File: config.mk
export PLATFORM = sky130hd
export DESIGN_NAME = rob_top
export DESIGN_NICKNAME = d
export VERILOG_FILES = /design/src/rtl/cdb_pkg.sv /design/src/rtl/rob_pkg.sv /design/src/rtl/rob_top.sv /design/src/rtl/rob_retire.sv /design/src/rtl/rob_entry.sv /design/src/rtl/rob_dispatch.sv
export VERILOG_INCLUDE_DIRS = /design/src /design/src/include
export SDC_FILE = /design/constraint.sdc
export NUM_CORES = 1
export LEC_CHECK = 0
export BUFFER_PORTS_ARGS = -buffer_cell sky130_fd_sc_hd__buf_2
export CORE_MARGIN = 10
export CORE_UTILIZATION = 35
export CTS_BUF_LIST = sky130_fd_sc_hd__clkbuf_4
export DETAILED_ROUTE_END_ITERATION = 10
export GPL_ROUTABILITY_DRIVEN = 0
export HOLD_SLACK_MARGIN = 0.1
export PLACE_DENSITY = 0.63
export SETUP_SLACK_MARGIN = 0.2
export SYNTH_ARGS = -nofsm -noshare
export SYNTH_HDL_FRONTEND = slang
export SYNTH_SLANG_ARGS = --single-unit
export TNS_END_PERCENT = 30
File: constraint.sdc
create_clock -name clock -period 5.4 [get_ports clock]
set_input_delay 0.27 -clock clock [delete_from_list [all_inputs] [get_ports clock]]
set_output_delay 0.27 -clock clock [all_outputs]
set_load 0.01 [all_outputs]
File: src/include/rob_consts.svh
`ifndef ROB_CONSTS_SVH
`define ROB_CONSTS_SVH

// Buffer geometry
`define ROB_SIZE 8
`define ROB_IDX_W 3
`define ROB_CNT_W 4 // Holds 0 through ROB_SIZE

// Lanes per cycle for dispatch, CDB and retire
`define SS_WIDTH 2

// Register tag widths
`define PREG_W 6 // 64 physical registers
`define AREG_W 5 // 32 architectural registers

`endif
File: src/rtl/cdb_pkg.sv
`include "rob_consts.svh"

package cdb_pkg;

	typedef logic [`PREG_W-1:0] preg_t; // Physical tag
	typedef logic [`AREG_W-1:0] areg_t; // Architectural destination

	// Kind of instruction held in a row
	typedef enum logic [1:0] {
		op_alu,
		op_branch, // May carry a mispredict on completion
		op_halt    // Done at dispatch, stops the machine at retire
	} op_kind_t;

endpackage

File: src/rtl/rob_pkg.sv
`include "rob_consts.svh"

package rob_pkg;

	// Row pointer, wraps naturally at ROB_SIZE
	typedef logic [`ROB_IDX_W-1:0] rob_idx_t;

	// Occupancy or free row count
	typedef logic [`ROB_CNT_W-1:0] rob_cnt_t;

	// Life of one row
	typedef enum logic [1:0] {
		st_free, // Not allocated
		st_wait, // Waiting for its tag on the CDB
		st_done  // Ready to retire
	} entry_state_t;

endpackage

File: src/rtl/rob_top.sv
`include "rob_consts.svh"

module rob_top (
	input  logic                    clock,
	input  logic                    rst_n,
	input  logic [`SS_WIDTH-1:0]    dispatch_en,
	input  cdb_pkg::preg_t          disp_t_new [`SS_WIDTH],
	input  cdb_pkg::preg_t          disp_t_old [`SS_WIDTH],
	input  cdb_pkg::areg_t          disp_areg [`SS_WIDTH],
	input  cdb_pkg::op_kind_t       disp_kind [`SS_WIDTH],
	input  logic [`SS_WIDTH-1:0]    cdb_valid,
	input  cdb_pkg::preg_t          cdb_tag [`SS_WIDTH],
	input  logic [`SS_WIDTH-1:0]    cdb_mispredict,
	output rob_pkg::rob_cnt_t       free_rows,
	output logic                    full,
	output logic [`SS_WIDTH-1:0]    retire_valid,
	output cdb_pkg::preg_t          retire_t_old [`SS_WIDTH],
	output cdb_pkg::preg_t          retire_t_new [`SS_WIDTH],
	output cdb_pkg::areg_t          retire_areg [`SS_WIDTH],
	output cdb_pkg::op_kind_t       retire_kind [`SS_WIDTH],
	output logic                    flush,
	output logic                    halted
);
	import rob_pkg::*;
	import cdb_pkg::*;

	logic [`ROB_SIZE-1:0] alloc;
	logic [`ROB_SIZE-1:0] alloc_lane;
	logic [`ROB_SIZE-1:0] release_row;
	logic [1:0]           retire_count;

	// Row contents seen by retire
	entry_state_t         row_state [`ROB_SIZE];
	preg_t                row_t_old [`ROB_SIZE];
	preg_t                row_t_new [`ROB_SIZE];
	areg_t                row_areg [`ROB_SIZE];
	op_kind_t             row_kind [`ROB_SIZE];
	logic [`ROB_SIZE-1:0] row_mispredict;

	rob_dispatch dispatch_i (
		.clock        (clock),
		.rst_n        (rst_n),
		.dispatch_en  (dispatch_en),
		.retire_count (retire_count),
		.flush        (flush),
		.alloc        (alloc),
		.alloc_lane   (alloc_lane),
		.free_rows    (free_rows),
		.full         (full)
	);

	for (genvar g = 0; g < `ROB_SIZE; g++) begin : g_row
		rob_entry entry_i (
			.clock          (clock),
			.rst_n          (rst_n),
			.alloc          (alloc[g]),
			.alloc_lane     (alloc_lane[g]),
			.disp_t_new     (disp_t_new),
			.disp_t_old     (disp_t_old),
			.disp_areg      (disp_areg),
			.disp_kind      (disp_kind),
			.cdb_valid      (cdb_valid),
			.cdb_tag        (cdb_tag),
			.cdb_mispredict (cdb_mispredict),
			.release_row    (release_row[g]),
			.flush          (flush),
			.state          (row_state[g]),
			.t_old          (row_t_old[g]),
			.t_new          (row_t_new[g]),
			.areg           (row_areg[g]),
			.kind           (row_kind[g]),
			.mispredict     (row_mispredict[g])
		);
	end

	rob_retire retire_i (
		.clock        (clock),
		.rst_n        (rst_n),
		.state        (row_state),
		.t_old        (row_t_old),
		.t_new        (row_t_new),
		.areg         (row_areg),
		.kind         (row_kind),
		.mispredict   (row_mispredict),
		.release_row  (release_row),
		.retire_count (retire_count),
		.flush        (flush),
		.halted       (halted),
		.retire_valid (retire_valid),
		.retire_t_old (retire_t_old),
		.retire_t_new (retire_t_new),
		.retire_areg  (retire_areg),
		.retire_kind  (retire_kind)
	);

endmodule

File: src/rtl/rob_retire.sv
`include "rob_consts.svh"

module rob_retire (
	input  logic                    clock,
	input  logic                    rst_n,
	input  rob_pkg::entry_state_t   state [`ROB_SIZE],
	input  cdb_pkg::preg_t          t_old [`ROB_SIZE],
	input  cdb_pkg::preg_t          t_new [`ROB_SIZE],
	input  cdb_pkg::areg_t          areg [`ROB_SIZE],
	input  cdb_pkg::op_kind_t       kind [`ROB_SIZE],
	input  logic [`ROB_SIZE-1:0]    mispredict,
	output logic [`ROB_SIZE-1:0]    release_row,
	output logic [1:0]              retire_count,
	output logic                    flush,
	output logic                    halted,
	output logic [`SS_WIDTH-1:0]    retire_valid,
	output cdb_pkg::preg_t          retire_t_old [`SS_WIDTH],
	output cdb_pkg::preg_t          retire_t_new [`SS_WIDTH],
	output cdb_pkg::areg_t          retire_areg [`SS_WIDTH],
	output cdb_pkg::op_kind_t       retire_kind [`SS_WIDTH]
);
	import rob_pkg::*;
	import cdb_pkg::*;

	rob_idx_t head;
	rob_idx_t idx [`SS_WIDTH];
	logic [`SS_WIDTH-1:0] is_bad_br;
	logic [`SS_WIDTH-1:0] is_halt;
	logic halt_retire;

	assign idx[0] = head;
	assign idx[1] = head + rob_idx_t'(1);

	// Lane view of the two oldest rows
	always_comb begin
		for (int l = 0; l < `SS_WIDTH; l++) begin
			retire_t_old[l] = t_old[idx[l]];
			retire_t_new[l] = t_new[idx[l]];
			retire_areg[l]  = areg[idx[l]];
			retire_kind[l]  = kind[idx[l]];
			is_bad_br[l]    = (kind[idx[l]] == op_branch) && mispredict[idx[l]];
			is_halt[l]      = (kind[idx[l]] == op_halt);
		end
	end

	// Lane 1 only follows a lane 0 that does not end the stream
	assign retire_valid[0] = !halted && (state[idx[0]] == st_done);
	assign retire_valid[1] = retire_valid[0] && !is_bad_br[0] && !is_halt[0]
		&& (state[idx[1]] == st_done);

	assign flush        = |(retire_valid & is_bad_br);
	assign halt_retire  = |(retire_valid & is_halt);
	assign retire_count = {1'b0, retire_valid[0]} + {1'b0, retire_valid[1]};

	always_comb begin
		for (int r = 0; r < `ROB_SIZE; r++)
			release_row[r] = (retire_valid[0] && rob_idx_t'(r) == idx[0])
				|| (retire_valid[1] && rob_idx_t'(r) == idx[1]);
	end

	always_ff @(posedge clock) begin
		if (!rst_n) begin
			head   <= '0;
			halted <= 1'b0;
		end else begin
			if (flush)
				head <= '0; // Restart with the tail
			else
				head <= head + rob_idx_t'(retire_count);
			if (halt_retire)
				halted <= 1'b1; // Sticky until reset
		end
	end

	// Head row is empty right after a flush
	a_flush_clears: assert property (@(posedge clock) disable iff (!rst_n)
		flush |=> state[head] == st_free)
		else $error("ROB head row still busy after flush");

endmodule

File: src/rtl/rob_entry.sv
`include "rob_consts.svh"

module rob_entry (
	input  logic                    clock,
	input  logic                    rst_n,
	input  logic                    alloc,
	input  logic                    alloc_lane,
	input  cdb_pkg::preg_t          disp_t_new [`SS_WIDTH],
	input  cdb_pkg::preg_t          disp_t_old [`SS_WIDTH],
	input  cdb_pkg::areg_t          disp_areg [`SS_WIDTH],
	input  cdb_pkg::op_kind_t       disp_kind [`SS_WIDTH],
	input  logic [`SS_WIDTH-1:0]    cdb_valid,
	input  cdb_pkg::preg_t          cdb_tag [`SS_WIDTH],
	input  logic [`SS_WIDTH-1:0]    cdb_mispredict,
	input  logic                    release_row,
	input  logic                    flush,
	output rob_pkg::entry_state_t   state,
	output cdb_pkg::preg_t          t_old,
	output cdb_pkg::preg_t          t_new,
	output cdb_pkg::areg_t          areg,
	output cdb_pkg::op_kind_t       kind,
	output logic                    mispredict
);
	import rob_pkg::*;
	import cdb_pkg::*;

	logic [`SS_WIDTH-1:0] match;
	logic hit;
	logic hit_mispredict;

	// Tag compare on both CDB lanes
	always_comb begin
		for (int l = 0; l < `SS_WIDTH; l++)
			match[l] = cdb_valid[l] && (cdb_tag[l] == t_new);
	end

	assign hit            = (state == st_wait) && (|match);
	assign hit_mispredict = match[0] ? cdb_mispredict[0] : cdb_mispredict[1];

	always_ff @(posedge clock) begin
		if (!rst_n)
			state <= st_free;
		else if (flush)
			state <= st_free;
		else if (alloc)
			state <= (disp_kind[alloc_lane] == op_halt) ? st_done : st_wait; // Halt needs no CDB
		else if (release_row)
			state <= st_free;
		else if (hit)
			state <= st_done;
	end

	// Row payload
	always_ff @(posedge clock) begin
		if (alloc) begin
			t_old      <= disp_t_old[alloc_lane];
			t_new      <= disp_t_new[alloc_lane];
			areg       <= disp_areg[alloc_lane];
			kind       <= disp_kind[alloc_lane];
			mispredict <= 1'b0;
		end else if (hit) begin
			mispredict <= hit_mispredict;
		end
	end

	// Dispatch bookkeeping must only hand out empty rows
	a_alloc_free: assert property (@(posedge clock) disable iff (!rst_n)
		alloc |-> state == st_free)
		else $error("ROB row allocated while busy");

endmodule

File: src/rtl/rob_dispatch.sv
`include "rob_consts.svh"

module rob_dispatch (
	input  logic                    clock,
	input  logic                    rst_n,
	input  logic [`SS_WIDTH-1:0]    dispatch_en,
	input  logic [1:0]              retire_count,
	input  logic                    flush,
	output logic [`ROB_SIZE-1:0]    alloc,
	output logic [`ROB_SIZE-1:0]    alloc_lane,
	output rob_pkg::rob_cnt_t       free_rows,
	output logic                    full
);
	import rob_pkg::*;

	rob_idx_t tail;
	rob_idx_t tail_plus1;
	rob_cnt_t count;
	rob_cnt_t n_acc;
	logic [`SS_WIDTH-1:0] accept;

	assign free_rows = rob_cnt_t'(`ROB_SIZE) - count;
	assign full      = (count == rob_cnt_t'(`ROB_SIZE));

	// Lanes go in order, a younger lane never passes a dropped older one
	assign accept[0] = dispatch_en[0] && !flush && (free_rows >= rob_cnt_t'(1));
	assign accept[1] = accept[0] && dispatch_en[1] && (free_rows >= rob_cnt_t'(2));
	assign n_acc     = rob_cnt_t'(accept[0]) + rob_cnt_t'(accept[1]);

	assign tail_plus1 = tail + rob_idx_t'(1);

	// One-hot row strobes from the tail
	always_comb begin
		for (int r = 0; r < `ROB_SIZE; r++) begin
			alloc[r]      = (accept[0] && rob_idx_t'(r) == tail)
				|| (accept[1] && rob_idx_t'(r) == tail_plus1);
			alloc_lane[r] = accept[1] && rob_idx_t'(r) == tail_plus1; // Lane 1 takes tail+1
		end
	end

	always_ff @(posedge clock) begin
		if (!rst_n) begin
			tail  <= '0;
			count <= '0;
		end else if (flush) begin
			tail  <= '0; // Whole buffer emptied
			count <= '0;
		end else begin
			tail  <= tail + rob_idx_t'(n_acc);
			count <= count + n_acc - rob_cnt_t'(retire_count);
		end
	end

	// Retire never drains more rows than the tail has handed out
	a_count_bound: assert property (@(posedge clock) disable iff (!rst_n)
		count <= rob_cnt_t'(`ROB_SIZE))
		else $error("ROB occupancy count %0d above depth", count);

endmodule

==> key figures <==
Run status
  • Outcome: finished clean

CTS
  • TritonCTS clock tree: yes
  • Clock-pin slew on the worst setup and hold paths: roughly 0.16 ns
  • Worst skew pair latency: around 0.6 ns
  • Root buffer cell: clkbuf_4
  • CTS Buffer Depth: 2
  • Cts bufs inserted: 17
  • Sink Count: approximately 190
  • # H-tree levels: 4

STA
  • Hold Vio Cnt, Final: 0
  • Setup Viol. Count Final: 0
  • Final-report max-slew violation count: 0
  • Worst Tran Pin Value: between 1 and 1.5 ns
  • Fmax: 204 MHz
  • Worst Clk Skew: 0.0392 ns
  • RSZ-0062 raised after global routing: no
  • Worst rel slew slack: 12.1%
  • Final period util: between 90% and 100%
  • Setup TNS: 0 ns
  • Final worst slack: approximately 0.50 ns
  • Tmin final: about 4.9 ns

Floorplan
  • DIE AREA: roughly 44000 µm²
  • Die H: 211 µm
  • Core region area: between 30000 and 40000 µm²
  • Std cell rows: 69
  • IO Pins: about 110
  • Initial Util: a little over a third
  • Die W: between 200 and 250 µm

Power
  • P_leak: ~5.3 nW
  • Peak VDD IR: 0.173 mV
  • Pwr/cell area: about 310 nW/µm²

Global route
  • Initial antenna violation count: 5
  • GRT Overall Usage: 17.1%
  • Global-route wire length before repair: around 58 mm
  • Total gr overflow: 0
  • Vias in the first global route: ~9000
  • Pin count of the biggest net entering global routing: 48

Synthesis
  • Mapped Area: 12700 µm²
  • Mapped Cells: around 990
  • Net Count, Synth: approximately 1100
  • Async SR Flop Fraction: 0%
  • Netlist cell types: 61
  • Primary FF master, synth: edfxtp_1
  • #FFs+latches synth: between 150 and 200
  • Post-synth EDFFs: 152
  • Post-synthesis sequential area ratio: roughly 41%
  • Synth warn: 0
  • Avg Inst Size Synth: approximately 13 µm²

Critical path
  • Critical Path Slowest Stage Cell: and4bb_1
  • Crit path max-delay family: simple AND/OR/NAND/NOR gates
  • Critical Path Fanout Max: 17
  • Cell breakdown of the critical path: inv_1 > ha_2 > buf_4 > mux4_2 > nand3_1 > a21oi_1 > and4bb_1 > and4bb_1 > buf_4 > mux2_2 > dlygate4sd3_1
  • Critical Path RT: about 5.8 ns
  • Crit end category: flip-flop
  • Critical path data arrival time: 5.26 ns
  • Reg2reg setup slack: roughly 0.5 ns
  • Buffer and inverter count on the worst path: 4
  • Startpoint Class: flip-flop
  • WS Path Type: flip-flop to flip-flop
  • Slowest stage delay, CP: around 1.2 ns

Finish
  • Syn-to-layout area delta: 14.8%
  • Share of cells above drive strength 1: 36.4%
  • Nets: between 1000 and 1500
  • Fillers: 3418
  • Register area: around 5300 µm²
  • Commonest non-fill, non-tap cell in the layout: edfxtp_1
  • Commonest non-fill, non-tap cells in the layout: 152 x edfxtp_1, 131 x nand2_1, 125 x mux2_2
  • Area of the multi-input gates: 7060 µm²

Route
  • Via-to-Cell Ratio: around 5.6
  • Drt total wl: about 38 mm
  • DR iter-0 viols: 844
  • Drt drc: 0
  • Vias: 9024
  • Drt first pass iters: 6
  • Wire per inst: 23.9 µm
  • Post-DRT Antenna Nets: 0

Placement
  • Hpwl dp: ~26 mm
  • # port buffers: approximately 100
  • Place WS: between 0.9 and 1 ns

Flow run
  • Max-Cap Viols: 0

Min path
  • Hold Path Class: primary input to flip-flop
## per-stage QoR
| stage | util, % | hold slack, ns | total power, mW | cell area, µm² | std cells |
|---|---|---|---|---|---|
| 3_5_place_dp | 38.4 | 0.485 | 3.73 | 13700 | 1516 |
| 2_1_floorplan | - | 0.424 | 3.12 | 12700 | 991 |
| 6_report | 40.8 | 0.138 | 4.60 | 14600 | 1606 |
| 3_3_place_gp | 38.4 | 0.468 | 3.71 | 13700 | 1516 |
| 5_1_grt | 40.8 | 0.108 | 4.82 | 14600 | 1604 |
| 4_1_cts | 40.8 | 0.105 | 4.62 | 14600 | 1603 |
## timing repair
| action | 4_1_cts | 5_1_grt |
|---|---|---|
| hold endpoints to repair | 143 | 0 |
| gates resized for setup | 0 | 0 |
| hold buffers | 55 | 0 |
| setup buffers | 0 | 0 |
## worst paths after layout
kind	startpoint	endpoint	depth (start not counted)
worst max-delay path	retire_i.head[1]	g_row[1].entry_i.t_new[5]	11
worst max register to register	retire_i.head[1]	g_row[1].entry_i.t_new[5]	11
worst min register to register	g_row[7].entry_i.state[0]	g_row[7].entry_i.state[0]	2
worst min-delay path	disp_kind[0]	g_row[7].entry_i.kind[0]	2
## state kept, by name, summed over array words and instances, names as in the netlist
name,cells
g_row.entry_i.state,16
g_row.entry_i.mispredict,8
retire_i.halted,1
dispatch_i.count,4
g_row.entry_i.t_old,48
g_row.entry_i.t_new,48
g_row.entry_i.areg,40
dispatch_i.tail,3
retire_i.head,3
g_row.entry_i.kind,16
## synth_stat cells, types with 19 or more instances
master | instances | share of area (%)
edfxtp_1 | 152 | 36
nand2_1 | 131 | 3.9
mux2_2 | 125 | 11
mux4_2 | 84 | 15
xor2_1 | 51 | 3.5
xnor2_1 | 50 | 3.4
dfxtp_1 | 35 | 5.5
clkbuf_1 | 27 | 0.80
nor2_1 | 26 | 0.77
mux2i_1 | 24 | 1.9
ha_1 | 21 | 2.1
nor2b_1 | 20 | 0.98
mux2_4 | 19 | 2.2
## power by group
part           internal [mW]  leakage (nW)  total, mW  switching, mW
sequential              1.80          1.67       1.96          0.157
clock                  0.330         0.166      0.860          0.530
combinational          0.817          3.43       1.78          0.963
total                   2.94          5.26       4.60           1.65
## per-layer routing
layer	up-vias	track usage (%)	share of wire [%]
li1	4032	-	-
met1	4597	21.8	42
met2	343	29.0	49
met3	48	3.72	7.2
met4	4	4.22	1.9
met5	-	0	0.089
## cells by family after synthesis
group / count (synthesis) / share of synthesized area (%)
buffers and inverters: 90 / 3.52
muxes: 264 / 31.1
AOI/OAI and AO/OA: 54 / 2.99
adders and majority gates: 25 / 2.70
xor gates and xnor gates: 101 / 6.96
and+or+nand+nor: 270 / 11.3
DFF: 187 / 41.4
## area by class of cell
class / instances / share of cell area (%)
flip-flops and latches: 187 / 36.1
clock inverters: 14 / 1.16
clock buffers: 18 / 0.926
inverters: 19 / 0.489
well taps: 461 / 3.95
multi-input cells: 714 / 48.4
diodes: 3 / 0.0514
repair buffers: 190 / 8.93
No activity file was read; power rests on OpenSTA's default activity.
